==> config.mk <==
export PLATFORM = sky130hd
export DESIGN_NAME = board_ctrl_top
export DESIGN_NICKNAME = d
export VERILOG_FILES = /design/src/board_pkg.sv /design/src/wdog_pkg.sv /design/src/reg_bus_if.sv /design/src/board_regs.sv /design/src/wdog_timer.sv /design/src/chan_regs.sv /design/src/board_ctrl_top.sv
export SDC_FILE = /design/constraint.sdc
export NUM_CORES = 1
export LEC_CHECK = 0
export BUFFER_PORTS_ARGS = -buffer_cell sky130_fd_sc_hd__buf_2
export CAP_MARGIN = 10
export CORE_MARGIN = 8
export CORE_UTILIZATION = 30
export DETAILED_ROUTE_END_ITERATION = 7
export PLACE_DENSITY = 0.58
export SETUP_SLACK_MARGIN = 0.3
export SYNTH_ARGS = -nofsm -noshare
export SYNTH_HDL_FRONTEND = slang
export SYNTH_SLANG_ARGS = --single-unit
==> constraint.sdc <==
create_clock -name sysclk -period 4.61 [get_ports sysclk]
set_input_delay 0.2305 -clock sysclk [delete_from_list [all_inputs] [get_ports sysclk]]
set_output_delay 0.2305 -clock sysclk [all_outputs]
set_load 0.02 [all_outputs]
==> src/board_pkg.sv <==
// board_pkg: address map, register offsets, channel count, build identity, setpoint array type
package board_pkg;

    // ------------------------------------------------------------
    // address map
    // ------------------------------------------------------------

    // addr[15:12] selects the board register space
    localparam logic [3:0] ADDR_MAIN = 4'h0;

    // motor channels, channel n lives at addr[7:4] == n
    localparam int NUM_CHAN = 4;

    // main board registers, addr[7:4] == 0
    localparam logic [3:0] REG_STATUS   = 4'd0;   // reboot request on write
    localparam logic [3:0] REG_PHYCTRL  = 4'd1;   // phy request word, readback only
    localparam logic [3:0] REG_PHYDATA  = 4'd2;   // phy register data
    localparam logic [3:0] REG_TIMEOUT  = 4'd3;   // led select + watchdog period
    localparam logic [3:0] REG_FVERSION = 4'd4;   // firmware version
    localparam logic [3:0] REG_GIT_DESC = 4'd5;   // git describe word

    // per-channel registers, addr[7:4] == channel
    localparam logic [3:0] CREG_DAC  = 4'd0;      // dac setpoint
    localparam logic [3:0] CREG_CTRL = 4'd1;      // amplifier enable

    // ------------------------------------------------------------
    // build identity
    // ------------------------------------------------------------

    localparam logic [31:0] FW_VERSION = 32'd8;
    localparam logic [27:0] GIT_SHA    = 28'h3a91c7e;   // abbreviated commit hash
    localparam logic        GIT_DIRTY  = 1'b0;          // uncommitted changes in build tree

    // commits past the tag, and the version named by that tag
    localparam int GIT_COMMITS    = 12;
    localparam int GIT_FW_VERSION = 8;

    // ------------------------------------------------------------
    // types
    // ------------------------------------------------------------

    // one 16-bit dac setpoint per channel, index 0 is channel 1
    typedef logic [15:0] chan_word_t [NUM_CHAN];

endpackage

==> src/wdog_pkg.sv <==
// wdog_pkg: watchdog counter width, default period, phase limits, status codes
package wdog_pkg;

    // counter width, upper 16 bits compare against the period
    localparam int WDOG_CNT_W = 24;

    // period after reset, 0x1680 ticks of 256 clocks (about 30 ms)
    localparam logic [15:0] WDOG_PERIOD_RST = 16'h1680;

    // upper bounds of the status phases, inclusive
    localparam logic [15:0] WDOG_LIM1 = 16'h2580;   // ~50 ms
    localparam logic [15:0] WDOG_LIM2 = 16'h4B00;   // ~100 ms
    localparam logic [15:0] WDOG_LIM3 = 16'h7080;   // ~150 ms
    localparam logic [15:0] WDOG_LIM4 = 16'h9600;   // ~200 ms

    // period class shown on the led
    typedef enum logic [2:0] {
        WDOG_DISABLE     = 3'd0,   // period 0, no watchdog
        WDOG_PHASE_ONE   = 3'd1,
        WDOG_PHASE_TWO   = 3'd2,
        WDOG_PHASE_THREE = 3'd3,
        WDOG_PHASE_FOUR  = 3'd4,
        WDOG_PHASE_FIVE  = 3'd5    // beyond the last limit
    } wdog_status_t;

endpackage

==> src/reg_bus_if.sv <==
// reg_bus_if: host register bus with read/write address ports, regfile and listen modports
`timescale 1ns/1ps

interface reg_bus_if;

    logic [15:0] raddr;   // read address, read data follows combinationally
    logic [15:0] waddr;   // write address
    logic [31:0] wdata;   // write data
    logic        wen;     // single-cycle write strobe, always accepted
    logic [31:0] rdata;   // read data back to host

    // register file that owns the read data
    modport regfile (
        input  raddr,
        input  waddr,
        input  wdata,
        input  wen,
        output rdata
    );

    // block that decodes the bus but returns data another way
    modport listen (
        input  raddr,
        input  waddr,
        input  wdata,
        input  wen
    );

endinterface

==> src/board_regs.sv <==
// board_regs: main board register file, read mux and git description word
`timescale 1ns/1ps

module board_regs (
    input  logic             sysclk,
    input  logic             reset,
    reg_bus_if.regfile       bus,
    input  logic [31:0]      chan_rdata,        // read data from the channel registers
    output logic [15:0]      wdog_period,       // watchdog period, host writable
    output logic             wdog_period_led,   // led shows period status when set
    output logic             reboot             // fpga reboot request
);

    import board_pkg::*;
    import wdog_pkg::*;

    logic [15:0] phy_ctrl;      // phy request word, kept for readback
    logic [15:0] phy_data;      // phy register transfer data
    logic        write_main;    // write strobe decoded to the main space
    logic        git_commits_nz;
    logic [1:0]  git_rel;       // firmware version against git tag version
    logic [31:0] git_desc;
    logic [31:0] rdata_mux;

    // ------------------------------------------------------------
    // git describe word
    // ------------------------------------------------------------

    assign git_commits_nz = (GIT_COMMITS != 0);   // commits past the tag

    // 0: same as tag, 1: one release ahead (preview)
    // 2: further ahead, 3: behind the tag
    always_comb begin
        if (FW_VERSION == 32'(GIT_FW_VERSION))
            git_rel = 2'd0;
        else if (FW_VERSION == 32'(GIT_FW_VERSION + 1))
            git_rel = 2'd1;
        else if (FW_VERSION > 32'(GIT_FW_VERSION + 1))
            git_rel = 2'd2;
        else
            git_rel = 2'd3;
    end

    assign git_desc = {GIT_SHA, GIT_DIRTY, git_commits_nz, git_rel};

    // ------------------------------------------------------------
    // write decode
    // ------------------------------------------------------------

    assign write_main = bus.wen && (bus.waddr[15:12] == ADDR_MAIN)
                        && (bus.waddr[7:4] == 4'd0);

    always_ff @(posedge sysclk) begin
        if (reset) begin
            reboot          <= 1'b0;
            phy_ctrl        <= 16'd0;
            phy_data        <= 16'd0;
            wdog_period     <= WDOG_PERIOD_RST;
            wdog_period_led <= 1'b0;
        end else if (write_main) begin
            case (bus.waddr[3:0])
                REG_STATUS:  reboot   <= bus.wdata[21] ? bus.wdata[20] : 1'b0;   // [21] arms
                REG_PHYCTRL: phy_ctrl <= bus.wdata[15:0];
                REG_PHYDATA: phy_data <= bus.wdata[15:0];
                REG_TIMEOUT: begin
                    wdog_period_led <= bus.wdata[31];     // led select
                    wdog_period     <= bus.wdata[15:0];   // 0 turns the watchdog off
                end
                default: ;                                // read-only offsets
            endcase
        end
    end

    // ------------------------------------------------------------
    // read mux
    // ------------------------------------------------------------

    // anything outside the main offsets goes to the channel registers
    always_comb begin
        rdata_mux = chan_rdata;
        if (bus.raddr[7:4] == 4'd0) begin
            case (bus.raddr[3:0])
                REG_PHYCTRL:  rdata_mux = {16'd0, phy_ctrl};
                REG_PHYDATA:  rdata_mux = {16'd0, phy_data};
                REG_TIMEOUT:  rdata_mux = {wdog_period_led, 15'd0, wdog_period};
                REG_FVERSION: rdata_mux = FW_VERSION;
                REG_GIT_DESC: rdata_mux = git_desc;
                default:      rdata_mux = chan_rdata;
            endcase
        end
    end

    assign bus.rdata = rdata_mux;

endmodule

==> src/wdog_timer.sv <==
// wdog_timer: host-silence counter, timeout flag and period phase classifier
`timescale 1ns/1ps

module wdog_timer (
    input  logic                  sysclk,
    input  logic                  reset,
    input  logic                  wdog_clear,           // drops the timeout, e.g. on powerup
    input  logic                  reg_wen,              // any host write restarts the count
    input  logic [15:0]           wdog_period,          // in units of 256 clocks
    output logic                  wdog_timeout,         // host went silent for a period
    output wdog_pkg::wdog_status_t wdog_period_status   // period class for the led
);

    import wdog_pkg::*;

    logic [WDOG_CNT_W-1:0] wdog_count;   // clocks since the last write
    logic [15:0]           wdog_ticks;   // count / 256

    assign wdog_ticks = wdog_count[WDOG_CNT_W-1 -: 16];

    // ------------------------------------------------------------
    // counter and flag
    // ------------------------------------------------------------

    // count stops once it reaches the period, flag sets on the next edge
    always_ff @(posedge sysclk) begin
        if (reset || wdog_clear) begin
            wdog_count   <= '0;
            wdog_timeout <= 1'b0;
        end else if (reg_wen) begin
            wdog_count <= '0;                           // host is alive
        end else if (wdog_period != 16'd0) begin        // period 0 disables
            if (wdog_ticks == wdog_period)
                wdog_timeout <= 1'b1;                   // held until reset or clear
            else
                wdog_count <= wdog_count + WDOG_CNT_W'(1);
        end
    end

    // ------------------------------------------------------------
    // period phase
    // ------------------------------------------------------------

    always_comb begin
        if (wdog_period == 16'd0)
            wdog_period_status = WDOG_DISABLE;
        else if (wdog_period <= WDOG_LIM1)
            wdog_period_status = WDOG_PHASE_ONE;      // up to ~50 ms
        else if (wdog_period <= WDOG_LIM2)
            wdog_period_status = WDOG_PHASE_TWO;
        else if (wdog_period <= WDOG_LIM3)
            wdog_period_status = WDOG_PHASE_THREE;
        else if (wdog_period <= WDOG_LIM4)
            wdog_period_status = WDOG_PHASE_FOUR;     // up to ~200 ms
        else
            wdog_period_status = WDOG_PHASE_FIVE;
    end

endmodule

==> src/chan_regs.sv <==
// chan_regs: per-channel dac setpoint and amp enable registers, timeout shutdown, read data
`timescale 1ns/1ps

module chan_regs (
    input  logic                        sysclk,
    input  logic                        reset,
    reg_bus_if.listen                   bus,
    input  logic                        wdog_timeout,   // forces all enables off
    output logic [31:0]                 chan_rdata,     // 0 outside the channel space
    output board_pkg::chan_word_t       dac_setpoint,
    output logic [board_pkg::NUM_CHAN-1:0] amp_enable
);

    import board_pkg::*;

    logic wr_chan;   // write strobe hits a channel address
    logic rd_chan;   // read address is a channel address

    assign wr_chan = bus.wen && (bus.waddr[15:12] == ADDR_MAIN)
                     && (bus.waddr[7:4] >= 4'd1) && (bus.waddr[7:4] <= 4'(NUM_CHAN));
    assign rd_chan = (bus.raddr[15:12] == ADDR_MAIN)
                     && (bus.raddr[7:4] >= 4'd1) && (bus.raddr[7:4] <= 4'(NUM_CHAN));

    // ------------------------------------------------------------
    // setpoint and enable registers
    // ------------------------------------------------------------

    always_ff @(posedge sysclk) begin
        if (reset) begin
            for (int i = 0; i < NUM_CHAN; i++)
                dac_setpoint[i] <= 16'd0;
            amp_enable <= '0;
        end else begin
            for (int i = 0; i < NUM_CHAN; i++) begin
                if (wr_chan && (bus.waddr[7:4] == 4'(i + 1))) begin   // channel i+1
                    if (bus.waddr[3:0] == CREG_DAC)
                        dac_setpoint[i] <= bus.wdata[15:0];
                    if (bus.waddr[3:0] == CREG_CTRL && !wdog_timeout)
                        amp_enable[i] <= bus.wdata[0];              // locked out on timeout
                end
            end
            if (wdog_timeout)
                amp_enable <= '0;                                   // safety shutdown
        end
    end

    // read data, timeout mirrored in bit 31 of the control word
    always_comb begin
        chan_rdata = 32'd0;
        for (int i = 0; i < NUM_CHAN; i++) begin
            if (rd_chan && (bus.raddr[7:4] == 4'(i + 1))) begin
                if (bus.raddr[3:0] == CREG_DAC)
                    chan_rdata = {16'd0, dac_setpoint[i]};
                else if (bus.raddr[3:0] == CREG_CTRL)
                    chan_rdata = {wdog_timeout, 30'd0, amp_enable[i]};
            end
        end
    end

endmodule

==> src/board_ctrl_top.sv <==
// board_ctrl_top: host bus ports onto the register bus, board regs, watchdog and channel regs
`timescale 1ns/1ps

module board_ctrl_top (
    input  logic                           sysclk,
    input  logic                           reset,
    input  logic [15:0]                    reg_raddr,
    input  logic [15:0]                    reg_waddr,
    input  logic [31:0]                    reg_wdata,
    input  logic                           reg_wen,
    input  logic                           wdog_clear,
    output logic [31:0]                    reg_rdata,          // combinational from reg_raddr
    output logic                           reboot,
    output logic                           wdog_timeout,
    output logic                           wdog_period_led,
    output wdog_pkg::wdog_status_t         wdog_period_status,
    output board_pkg::chan_word_t          dac_setpoint,
    output logic [board_pkg::NUM_CHAN-1:0] amp_enable
);

    logic [31:0] chan_rdata;    // channel read data into the main mux
    logic [15:0] wdog_period;   // stored period to the watchdog

    // ------------------------------------------------------------
    // host bus
    // ------------------------------------------------------------

    reg_bus_if bus ();

    assign bus.raddr = reg_raddr;
    assign bus.waddr = reg_waddr;
    assign bus.wdata = reg_wdata;
    assign bus.wen   = reg_wen;
    assign reg_rdata = bus.rdata;   // board_regs owns the read data

    // ------------------------------------------------------------
    // blocks
    // ------------------------------------------------------------

    board_regs u_board_regs (
        .sysclk          (sysclk),
        .reset           (reset),
        .bus             (bus.regfile),
        .chan_rdata      (chan_rdata),
        .wdog_period     (wdog_period),
        .wdog_period_led (wdog_period_led),
        .reboot          (reboot)
    );

    wdog_timer u_wdog_timer (
        .sysclk             (sysclk),
        .reset              (reset),
        .wdog_clear         (wdog_clear),
        .reg_wen            (reg_wen),
        .wdog_period        (wdog_period),
        .wdog_timeout       (wdog_timeout),
        .wdog_period_status (wdog_period_status)
    );

    chan_regs u_chan_regs (
        .sysclk       (sysclk),
        .reset        (reset),
        .bus          (bus.listen),
        .wdog_timeout (wdog_timeout),
        .chan_rdata   (chan_rdata),
        .dac_setpoint (dac_setpoint),
        .amp_enable   (amp_enable)
    );

endmodule

### After elaboration in Yosys (flattened, before gate mapping)

Cells that the tools add are included.

* bits in registers: 143
* bits in latches: 0
* memory bits (writable): 0
* memory bits (read-only): 0
* input bits: 68
* memories: 0

* $add $sub $neg: 1
* multiply operators: 0
* div/mod/pow operators: 0
* $lt $le $gt $ge: 8
* eq/ne operators: 17
* shifts and indexed selects: 0
* muxes and demuxes: 20
* bitwise gates (word level): 2
* reduce and logical (&&, ||, !) cells: 41

Operator list (count)
* $mux 32: 13
* $pmux 32 s5: 1
* $eq 4x2->1 const B: 8
* $le 16x15->1 const B: 2
* $reduce_and 2->1: 13
* $add 24x1->24 const B: 1
* $logic_not 4->1: 6
* $eq 16x16->1: 1
* $eq 4x1->1 const B: 4
* $eq 4x3->1 const B: 4
* $le 16x14->1 const B: 1
* $le 16x16->1 const B: 1
* $logic_not 16->1: 1
* $reduce_bool 16->1: 1
* $logic_and 1x1->1: 15
* $mux 3: 4
* $ge 4x1->1 const B: 2
* $le 4x3->1 const B: 2
* $reduce_or 2->1: 2
* $reduce_and 3->1: 1
* $mux 1: 2
* $not 1->1: 2
* $logic_not 1->1: 1
* $logic_or 1x1->1: 1

### Longest topological paths before layout

Gate-level depths: netlist of run 1.

* word-level depth: 16
* depth in mapped cells: 8

### Modules after synthesis

From an unflattened synthesis of run 1, not the netlist that was laid out.

* cell total of the unflattened synthesis: 850
* area, all modules: 7758.7 um2

Modules (own cells, without submodules)
* chan_regs: times used 1, cells each 329, area each 3310.7 um2, seq. area each 1361.3 um2
* board_regs: times used 1, cells each 308, area each 2640.0 um2, seq. area each 1001.0 um2
* wdog_timer: times used 1, cells each 213, area each 1808.0 um2, seq. area each 500.5 um2

### Worst setup path before layout of run 1

Ideal clock, no wire load.

* kind: reg2out
* from: register u_board_regs.wdog_period[0]
* to: output port wdog_period_status[0]
* arrival: 2.263 ns
* setup slack: 2.116 ns
* cell stages (with the launch flop): 6
* buffers on the path: 0
* cells stage by stage: dfxtp_1 or4_1 or4_1 a21boi_0 o211ai_1 a311oi_1

* word-level cells in the longest chain between the ends: 6
* elaborated cells between the ends (all ways): 10

RTL lines
* from (decl): RTL line board_regs.sv:9 `output logic [15:0] wdog_period,`
* from (signal assigned): RTL line board_regs.sv:67 `wdog_period <= bus.wdata[15:0];`
* $le 16x16->1: RTL line wdog_timer.sv:53 `else if (wdog_period <= WDOG_LIM4)`
* $mux 1: RTL line wdog_timer.sv:53
* $mux 3: RTL line wdog_timer.sv:51 `else if (wdog_period <= WDOG_LIM3)`
* $mux 3: RTL line wdog_timer.sv:49 `else if (wdog_period <= WDOG_LIM2)`
* $mux 3: RTL line wdog_timer.sv:47 `else if (wdog_period <= WDOG_LIM1)`
* $mux 3 (*): RTL line wdog_timer.sv:45 `if (wdog_period == 16'd0)`
* to (decl): RTL line board_ctrl_top.sv:16 `output wdog_pkg::wdog_status_t wdog_period_status,`

Every way passes the cells marked *; elsewhere a longest branch is shown, timed or not.

### Worst setup path in the final report of run 1

Ends and elaborated chain as after synthesis.

==> impl_metrics.ini, run 1 <==
[die]
start_util_pct = 30.13
core_area_um2 = 24030
io_pins = 174
die_w_um = 171.4
die_h_um = 171.4
die_area_um2 = 29360
rows = 57

[synth]
synthTopCellsByArea = dfxtp_1 40%, mux2i_1 12%, a21oi_1 4.9%
synthDistinctLibCells = 52
syn-instance-count = 860
synthTopCellsByCount = 143 x dfxtp_1, 89 x mux2i_1, 84 x nor2_1
ys.flop_type = dfxtp_1
async_flop_share_pct = 0
ys_seq_elements = 143
synth_top_area_share_pct = 39.54
synth_top_area_cell = dfxtp_1
seq_area_frac_synth_pct = 39.54
synth.avg_cell_area_um2 = 8.419
yosys_warnings = 0
syn-cell-area_um2 = 7241
synth-edff-count = 0
yosysMostFrequentCell = dfxtp_1

[global_route]
first_global_vias = 6472
grt_pass1_wl_mm = 36.83
antenna_found_initial = 0
grt_max_degree = 82
grt-ovfl-total = 0
grtUsageTotal_pct = 15.87

[routing]
drc = 0
dr.pass1.iters = 5
antenna_left = 0
post_drt_wl_per_cell_um = 18.18
drt_first_iter_violations = 507
via_per_inst = 5.263
via_count = 6821
wl_mm = 23.56

[finish]
fillers = 2474
final_core_util_pct = 36.25
final_nets = 1028
area_growth_syn_to_layout_pct = 20.34
antenna_cells = 0
drive_above_1_share_pct = 20.58

[placed_design]
routabilityCongestion = 0.8302
pre_cts_ws_ns = 1.608
port_buffers = 144
hpwl_mm = 17.36

[setup_path]
crit_path_end_kind = output pin
required_ns = 4.38
worstSetupPathType = flip-flop to output pin
critPathMaxFanout = 5
critPathLaunchType = flip-flop
worst_ep_arrival_time_ns = 2.90

[timing]
fin_worst_skew_ns = 0.01160
fin_tns_setup_ns = 0
worstMarginPinSlew_ns = 1.085
finalCritPeriodShare_pct = 67.96
worst_slew_margin_rel_pct = 26.63
setup_ws_ns = 1.477
finalMaxSlewViolations = 0
fmax_mhz = 319.2
finalSetupViolCount = 0
rsz0062_at_grt = no
hold_violations = 0
period_needed_ns = 3.133

[clock_network]
ctsResizeCount = 0
cts_setup_buffers = 0
path_clk_slew_ns = 0.06
cts_tree = done
cts_made_buffers = 17
clockBufferDepth = 2
h-tree-depth = 4
cts_hold_buf = 1
cts-root-buf = clkbuf_16
clock-sinks = 143
clk_latency_ns = 0.43

[run_status]
status = completed

[worst_hold_path]
hp-class = primary input to flip-flop

[power]
peakVddDrop_mv = 0.2444
p_leak_nw = 3.558
p_per_area_nw_per_um2 = 317.6

[run]
maxCapViolCount = 0
==> cell families (layout without fill, tap and decap cells) <==
kind of cell / after synthesis / after routing / synth area share (%)
mux: 96 / 96 / 13.55
compound gates: 220 / 220 / 18.73
simple gates: 293 / 293 / 20.32
buf+inv: 88 / 193 / 5.461
flops: 143 / 143 / 39.54
xor+xnor: 18 / 18 / 2.177
fa+ha+maj: 1 / 1 / 0.1728
other cells: 1 / 8 / 0.05179
==> cell usage in the layout (no fill, tap or decap), types with 5 or more instances in the layout <==
master,n
o22ai_1,11
nor4_1,10
a2bb2oi_1,18
conb_1,8
o21ai_0,61
and3_1,8
mux2_2,6
nand4_1,14
clkbuf_16,17
buf_2,143
or4_1,13
xnor2_1,18
a22o_1,6
nand3b_1,5
nand2_1,76
o31ai_1,7
nand2b_1,12
a21oi_1,71
nor2_1,84
o2bb2ai_1,5
or3_1,13
nor2b_1,7
dfxtp_1,143
nor3_1,13
inv_1,5
mux2i_1,89
o211ai_1,7
buf_4,12
nand3_1,15
a22oi_1,21
==> registers in the layout (all words and copies together) (netlist names) <==
name and flops:
u_board_regs.wdog_period_led 1, u_board_regs.phy_data 16, u_wdog_timer.wdog_timeout 1, u_board_regs.reboot 1, u_board_regs.wdog_period 16, u_chan_regs.dac_setpoint 64, u_wdog_timer.wdog_count 24, u_board_regs.phy_ctrl 16
u_chan_regs.amp_enable 4
==> stage by stage <==
step / instance area [um^2] / cells / hold slack [ns] / total power [mW]
3_5_place_dp: 8108 / 1263 / 0.4234 / 1.407
5_1_grt: 8713 / 1296 / 0.07095 / 2.864
6_report: 8713 / 1296 / 0.06394 / 2.768
3_3_place_gp: 8108 / 1263 / 0.4235 / 1.406
4_1_cts: 8713 / 1296 / 0.04136 / 2.788
2_1_floorplan: 7267 / 867 / 0.3073 / 1.350
==> power by group <==
group / switching, mW / leakage [nW] / internal (mW)
Sequential: 0.000486 / 1.15 / 1.24
Combinational: 0.101 / 2.13 / 0.0434
Clock: 0.566 / 0.281 / 0.821
==> cell type report <==
cell class | count | area (um^2) | share of cell area [%]
multi-input cells | 636 | 4015 | 46.08
flip-flops and latches | 143 | 2863 | 32.85
repair buffers | 156 | 815.8 | 9.362
clock buffers | 19 | 442.9 | 5.083
well taps | 324 | 405.4 | 4.652
clock inverters | 13 | 152.6 | 1.752
inverters | 5 | 18.77 | 0.2154
==> worst max-delay path, stage by stage (launching register included) <==
cell,delay [ns]
dfxtp_1,0.35
or4_1,0.63
or4_1,0.46
a21boi_0,0.26
o211ai_1,0.12
a311oi_1,0.42
buf_2,0.25
==> per-layer routing <==
layer	wire (um)	share of wire, %	global-route usage (%)	up-vias
li1	-	-	-	3299
met1	10630	45	20.33	3259
met2	10990	47	26.15	240
met3	1617	6.9	3.994	23
met4	320	1.4	4.310	0
met5	0	0	0	-
==> final timing paths <==
check                                   start                     endpoint  slack, ns  cells after the start
hold reg to reg           u_board_regs.reboot          u_board_regs.reboot       0.47                      2
setup / recovery  u_board_regs.wdog_period[0]        wdog_period_status[0]       1.48                      6
hold / removal                  reg_wdata[20]          u_board_regs.reboot       0.06                      3
setup reg to reg  u_board_regs.wdog_period[0]  u_wdog_timer.wdog_count[20]       1.87                      5
Power figures use the tool's default switching activity.
==> run 2: changes to the inputs <==
--- a/config.mk
+++ b/config.mk
@@ -5,12 +5,13 @@
 export SDC_FILE = /design/constraint.sdc
 export NUM_CORES = 1
 export LEC_CHECK = 0
+export ABC_AREA = 1
 export BUFFER_PORTS_ARGS = -buffer_cell sky130_fd_sc_hd__buf_2
 export CAP_MARGIN = 10
 export CORE_MARGIN = 8
 export CORE_UTILIZATION = 30
 export DETAILED_ROUTE_END_ITERATION = 7
-export PLACE_DENSITY = 0.58
+export PLACE_DENSITY = 0.57
 export SETUP_SLACK_MARGIN = 0.3
 export SYNTH_ARGS = -nofsm -noshare
 export SYNTH_HDL_FRONTEND = slang
==> constraint.sdc (replaced) <==
create_clock -name sysclk -period 3.1 [get_ports sysclk]
set_input_delay 0.155 -clock sysclk [delete_from_list [all_inputs] [get_ports sysclk]]
set_output_delay 0.155 -clock sysclk [all_outputs]
set_load 0.02 [all_outputs]
==> impl_metrics.ini, run 2 <==
[finish]
regMostFlops = u_chan_regs.dac_setpoint
antenna_cells = 0
area_growth_syn_to_layout_pct = 20.12
layout_common_cells = 276 x nand2_1, 145 x a21oi_1, 144 x buf_2, 143 x dfxtp_1, 133 x inv_1
reg_top3 = u_chan_regs.dac_setpoint (64), u_wdog_timer.wdog_count (24)
layout_commonest_cell = nand2_1
final_nets = 1366
final_core_util_pct = 36.73
fillers = 2776
fin_area_um2 = 9276
drive_above_1_share_pct = 16.26
largest_reg_flops = 64

[synth]
yosys_warnings = 0
synth.avg_cell_area_um2 = 6.550
ys.flop_type = dfxtp_1
syn-cell-area_um2 = 7722
synth-xor-area-share_pct = 3.856
synth_compound_area_share_pct = 17.98
async_flop_share_pct = 0
synthTopCellsByCount = 276 x nand2_1, 145 x a21oi_1, 143 x dfxtp_1
synth_top_family_by_area = simple AND/OR/NAND/NOR gates
synth_fa_ha_area_share_pct = 0.1620
yosysMostFrequentCell = nand2_1
synthSimpleGateAreaFrac_pct = 29.20
synth_top_area_share_pct = 37.07
ys_seq_elements = 143
synth_top_area_cell = dfxtp_1
muxShareOfSynthArea_pct = 0
synthDistinctLibCells = 37
seq_area_frac_synth_pct = 37.07
synthTopCellsByArea = dfxtp_1 37%, nand2_1 13%, a21oi_1 9.4%
synth-edff-count = 0
syn-instance-count = 1179

[die]
die_h_um = 176.4
rows = 58
die_w_um = 176.4
start_util_pct = 30.58
core_area_um2 = 25250
die_area_um2 = 31130
io_pins = 174

[clock_network]
clockBufferDepth = 2
cts-root-buf = clkbuf_16
clk_latency_ns = 0.42
cts_tree = done
clock-sinks = 143
cts_made_buffers = 17
h-tree-depth = 4
ctsResizeCount = 0
cts_hold_buf = 3
path_clk_slew_ns = 0.07
cts_setup_buffers = 0

[setup_path]
worst_r2r_path_depth = 8
endpoint = reg_rdata[4]
r2r-start = u_board_regs.wdog_period[0]
worst_ep_arrival_time_ns = 2.29
critPathLaunchType = primary input
rrSetupSlack_ns = 1.20
critPathMaxFanout = 12
crit_path_end_kind = output pin
setup.worst_path.start = reg_raddr[0]
required_ns = 2.94
timing.rr.end = u_wdog_timer.wdog_count[23]
worstSetupPathType = primary input to output pin

[routing]
top_layer = met4
dr.pass1.iters = 5
met2_length_mm = 11.78
wl_mm = 25.03
drt_first_iter_violations = 502
antenna_left = 0
post_drt_wl_per_cell_um = 15.26
wl_met1_mm = 11.47
wl_met3_mm = 1.616
drc = 0
via_per_inst = 4.801
via_count = 7874

[worst_hold_path]
hp-class = primary input to flip-flop

[placed_design]
dpl-instance-area_um2 = 8656
port_buffers = 144
routabilityCongestion = 0.8412
hpwl_mm = 18.75

[power]
power_mw = 4.085
p_leak_nw = 4.022
peakVddDrop_mv = 0.3301
p_per_area_nw_per_um2 = 440.4

[timing]
period_needed_ns = 2.449
hold_violations = 0
worst_slew_margin_rel_pct = 48.69
worstMarginPinSlew_ns = 0.7678
fmax_mhz = 408.3
finalSetupViolCount = 0
fin_worst_skew_ns = 0.008770
finalCritPeriodShare_pct = 79.01
finalMaxSlewViolations = 0
fin_tns_setup_ns = 0
rsz0062_at_grt = no
hold_slack_ns = 0.02741

[global_route]
grt-ovfl-total = 0
grtUsageTotal_pct = 15.99
grt_max_degree = 44
antenna_found_initial = 0
grt_pass1_wl_mm = 40.70
first_global_vias = 7510

[run]
maxCapViolCount = 0

[run_status]
status = completed
==> run 2: kinds of logic after synthesis <==
logic type	Yosys count
buffers and inverters	213
DFF	143
and+or+nand+nor	525
other	1
adders and majority gates	1
AOI/OAI and AO/OA	262
xor gates and xnor gates	34
==> run 2: metrics by stage <==
step	instances	setup WS (ns)
2_1_floorplan	1186	1.213
4_1_cts	1640	0.6082
3_3_place_gp	1605	0.6357
6_report	1640	0.6507
5_1_grt	1640	0.4913
3_5_place_dp	1605	0.6119
==> run 2: layer usage <==
| layer | vias up | GRT usage, % |
|---|---|---|
| met5 | - | 0 |
| li1 | 4055 | - |
| met3 | 15 | 4.614 |
| met2 | 194 | 26.31 |
| met4 | 0 | 3.117 |
| met1 | 3610 | 20.56 |
==> run 2: power breakdown <==
part | total [mW] | leakage (nW) | switching [mW] | internal [mW]
clock | 2.06 | 0.288 | 0.973 | 1.09
sequential | 1.84 | 1.15 | 0.000936 | 1.84
combinational | 0.187 | 2.58 | 0.137 | 0.0501
==> run 2: worst min-delay path by stage <==
stage / cells past startpoint / slack, ns / endpoint / startpoint
global placement: 3 / 0.43 / u_board_regs.reboot / reg_wdata[20]
detailed placement: 3 / 0.44 / u_wdog_timer.wdog_timeout / wdog_clear
floorplan: 2 / 0.29 / u_board_regs.wdog_period[10] / reg_wdata[10]
CTS: 4 / 0.02 / u_wdog_timer.wdog_timeout / reg_wen
global route: 3 / 0.03 / u_board_regs.wdog_period_led / reg_wdata[31]
finish: 4 / 0.03 / u_wdog_timer.wdog_timeout / reg_wen
==> run 2: layout make-up <==
| cell class | instances | area, um^2 | area share, % |
|---|---|---|---|
| multi-input cells | 830 | 3991 | 43.03 |
| clock buffers | 17 | 425.4 | 4.586 |
| inverters | 138 | 518.0 | 5.584 |
| repair buffers | 167 | 900.9 | 9.711 |
| flip-flops and latches | 143 | 2863 | 30.86 |
| well taps | 330 | 412.9 | 4.451 |
| clock inverters | 15 | 165.2 | 1.780 |
==> run 2: critical path: stages <==
cell	delay [ns]
buf_2	0.11
inv_1	0.06
nor2_1	0.31
nand2_2	0.25
nand4_1	0.16
inv_1	0.07
nor2_2	0.25
inv_1	0.29
or2_2	0.34
o21ai_0	0.09
buf_2	0.21
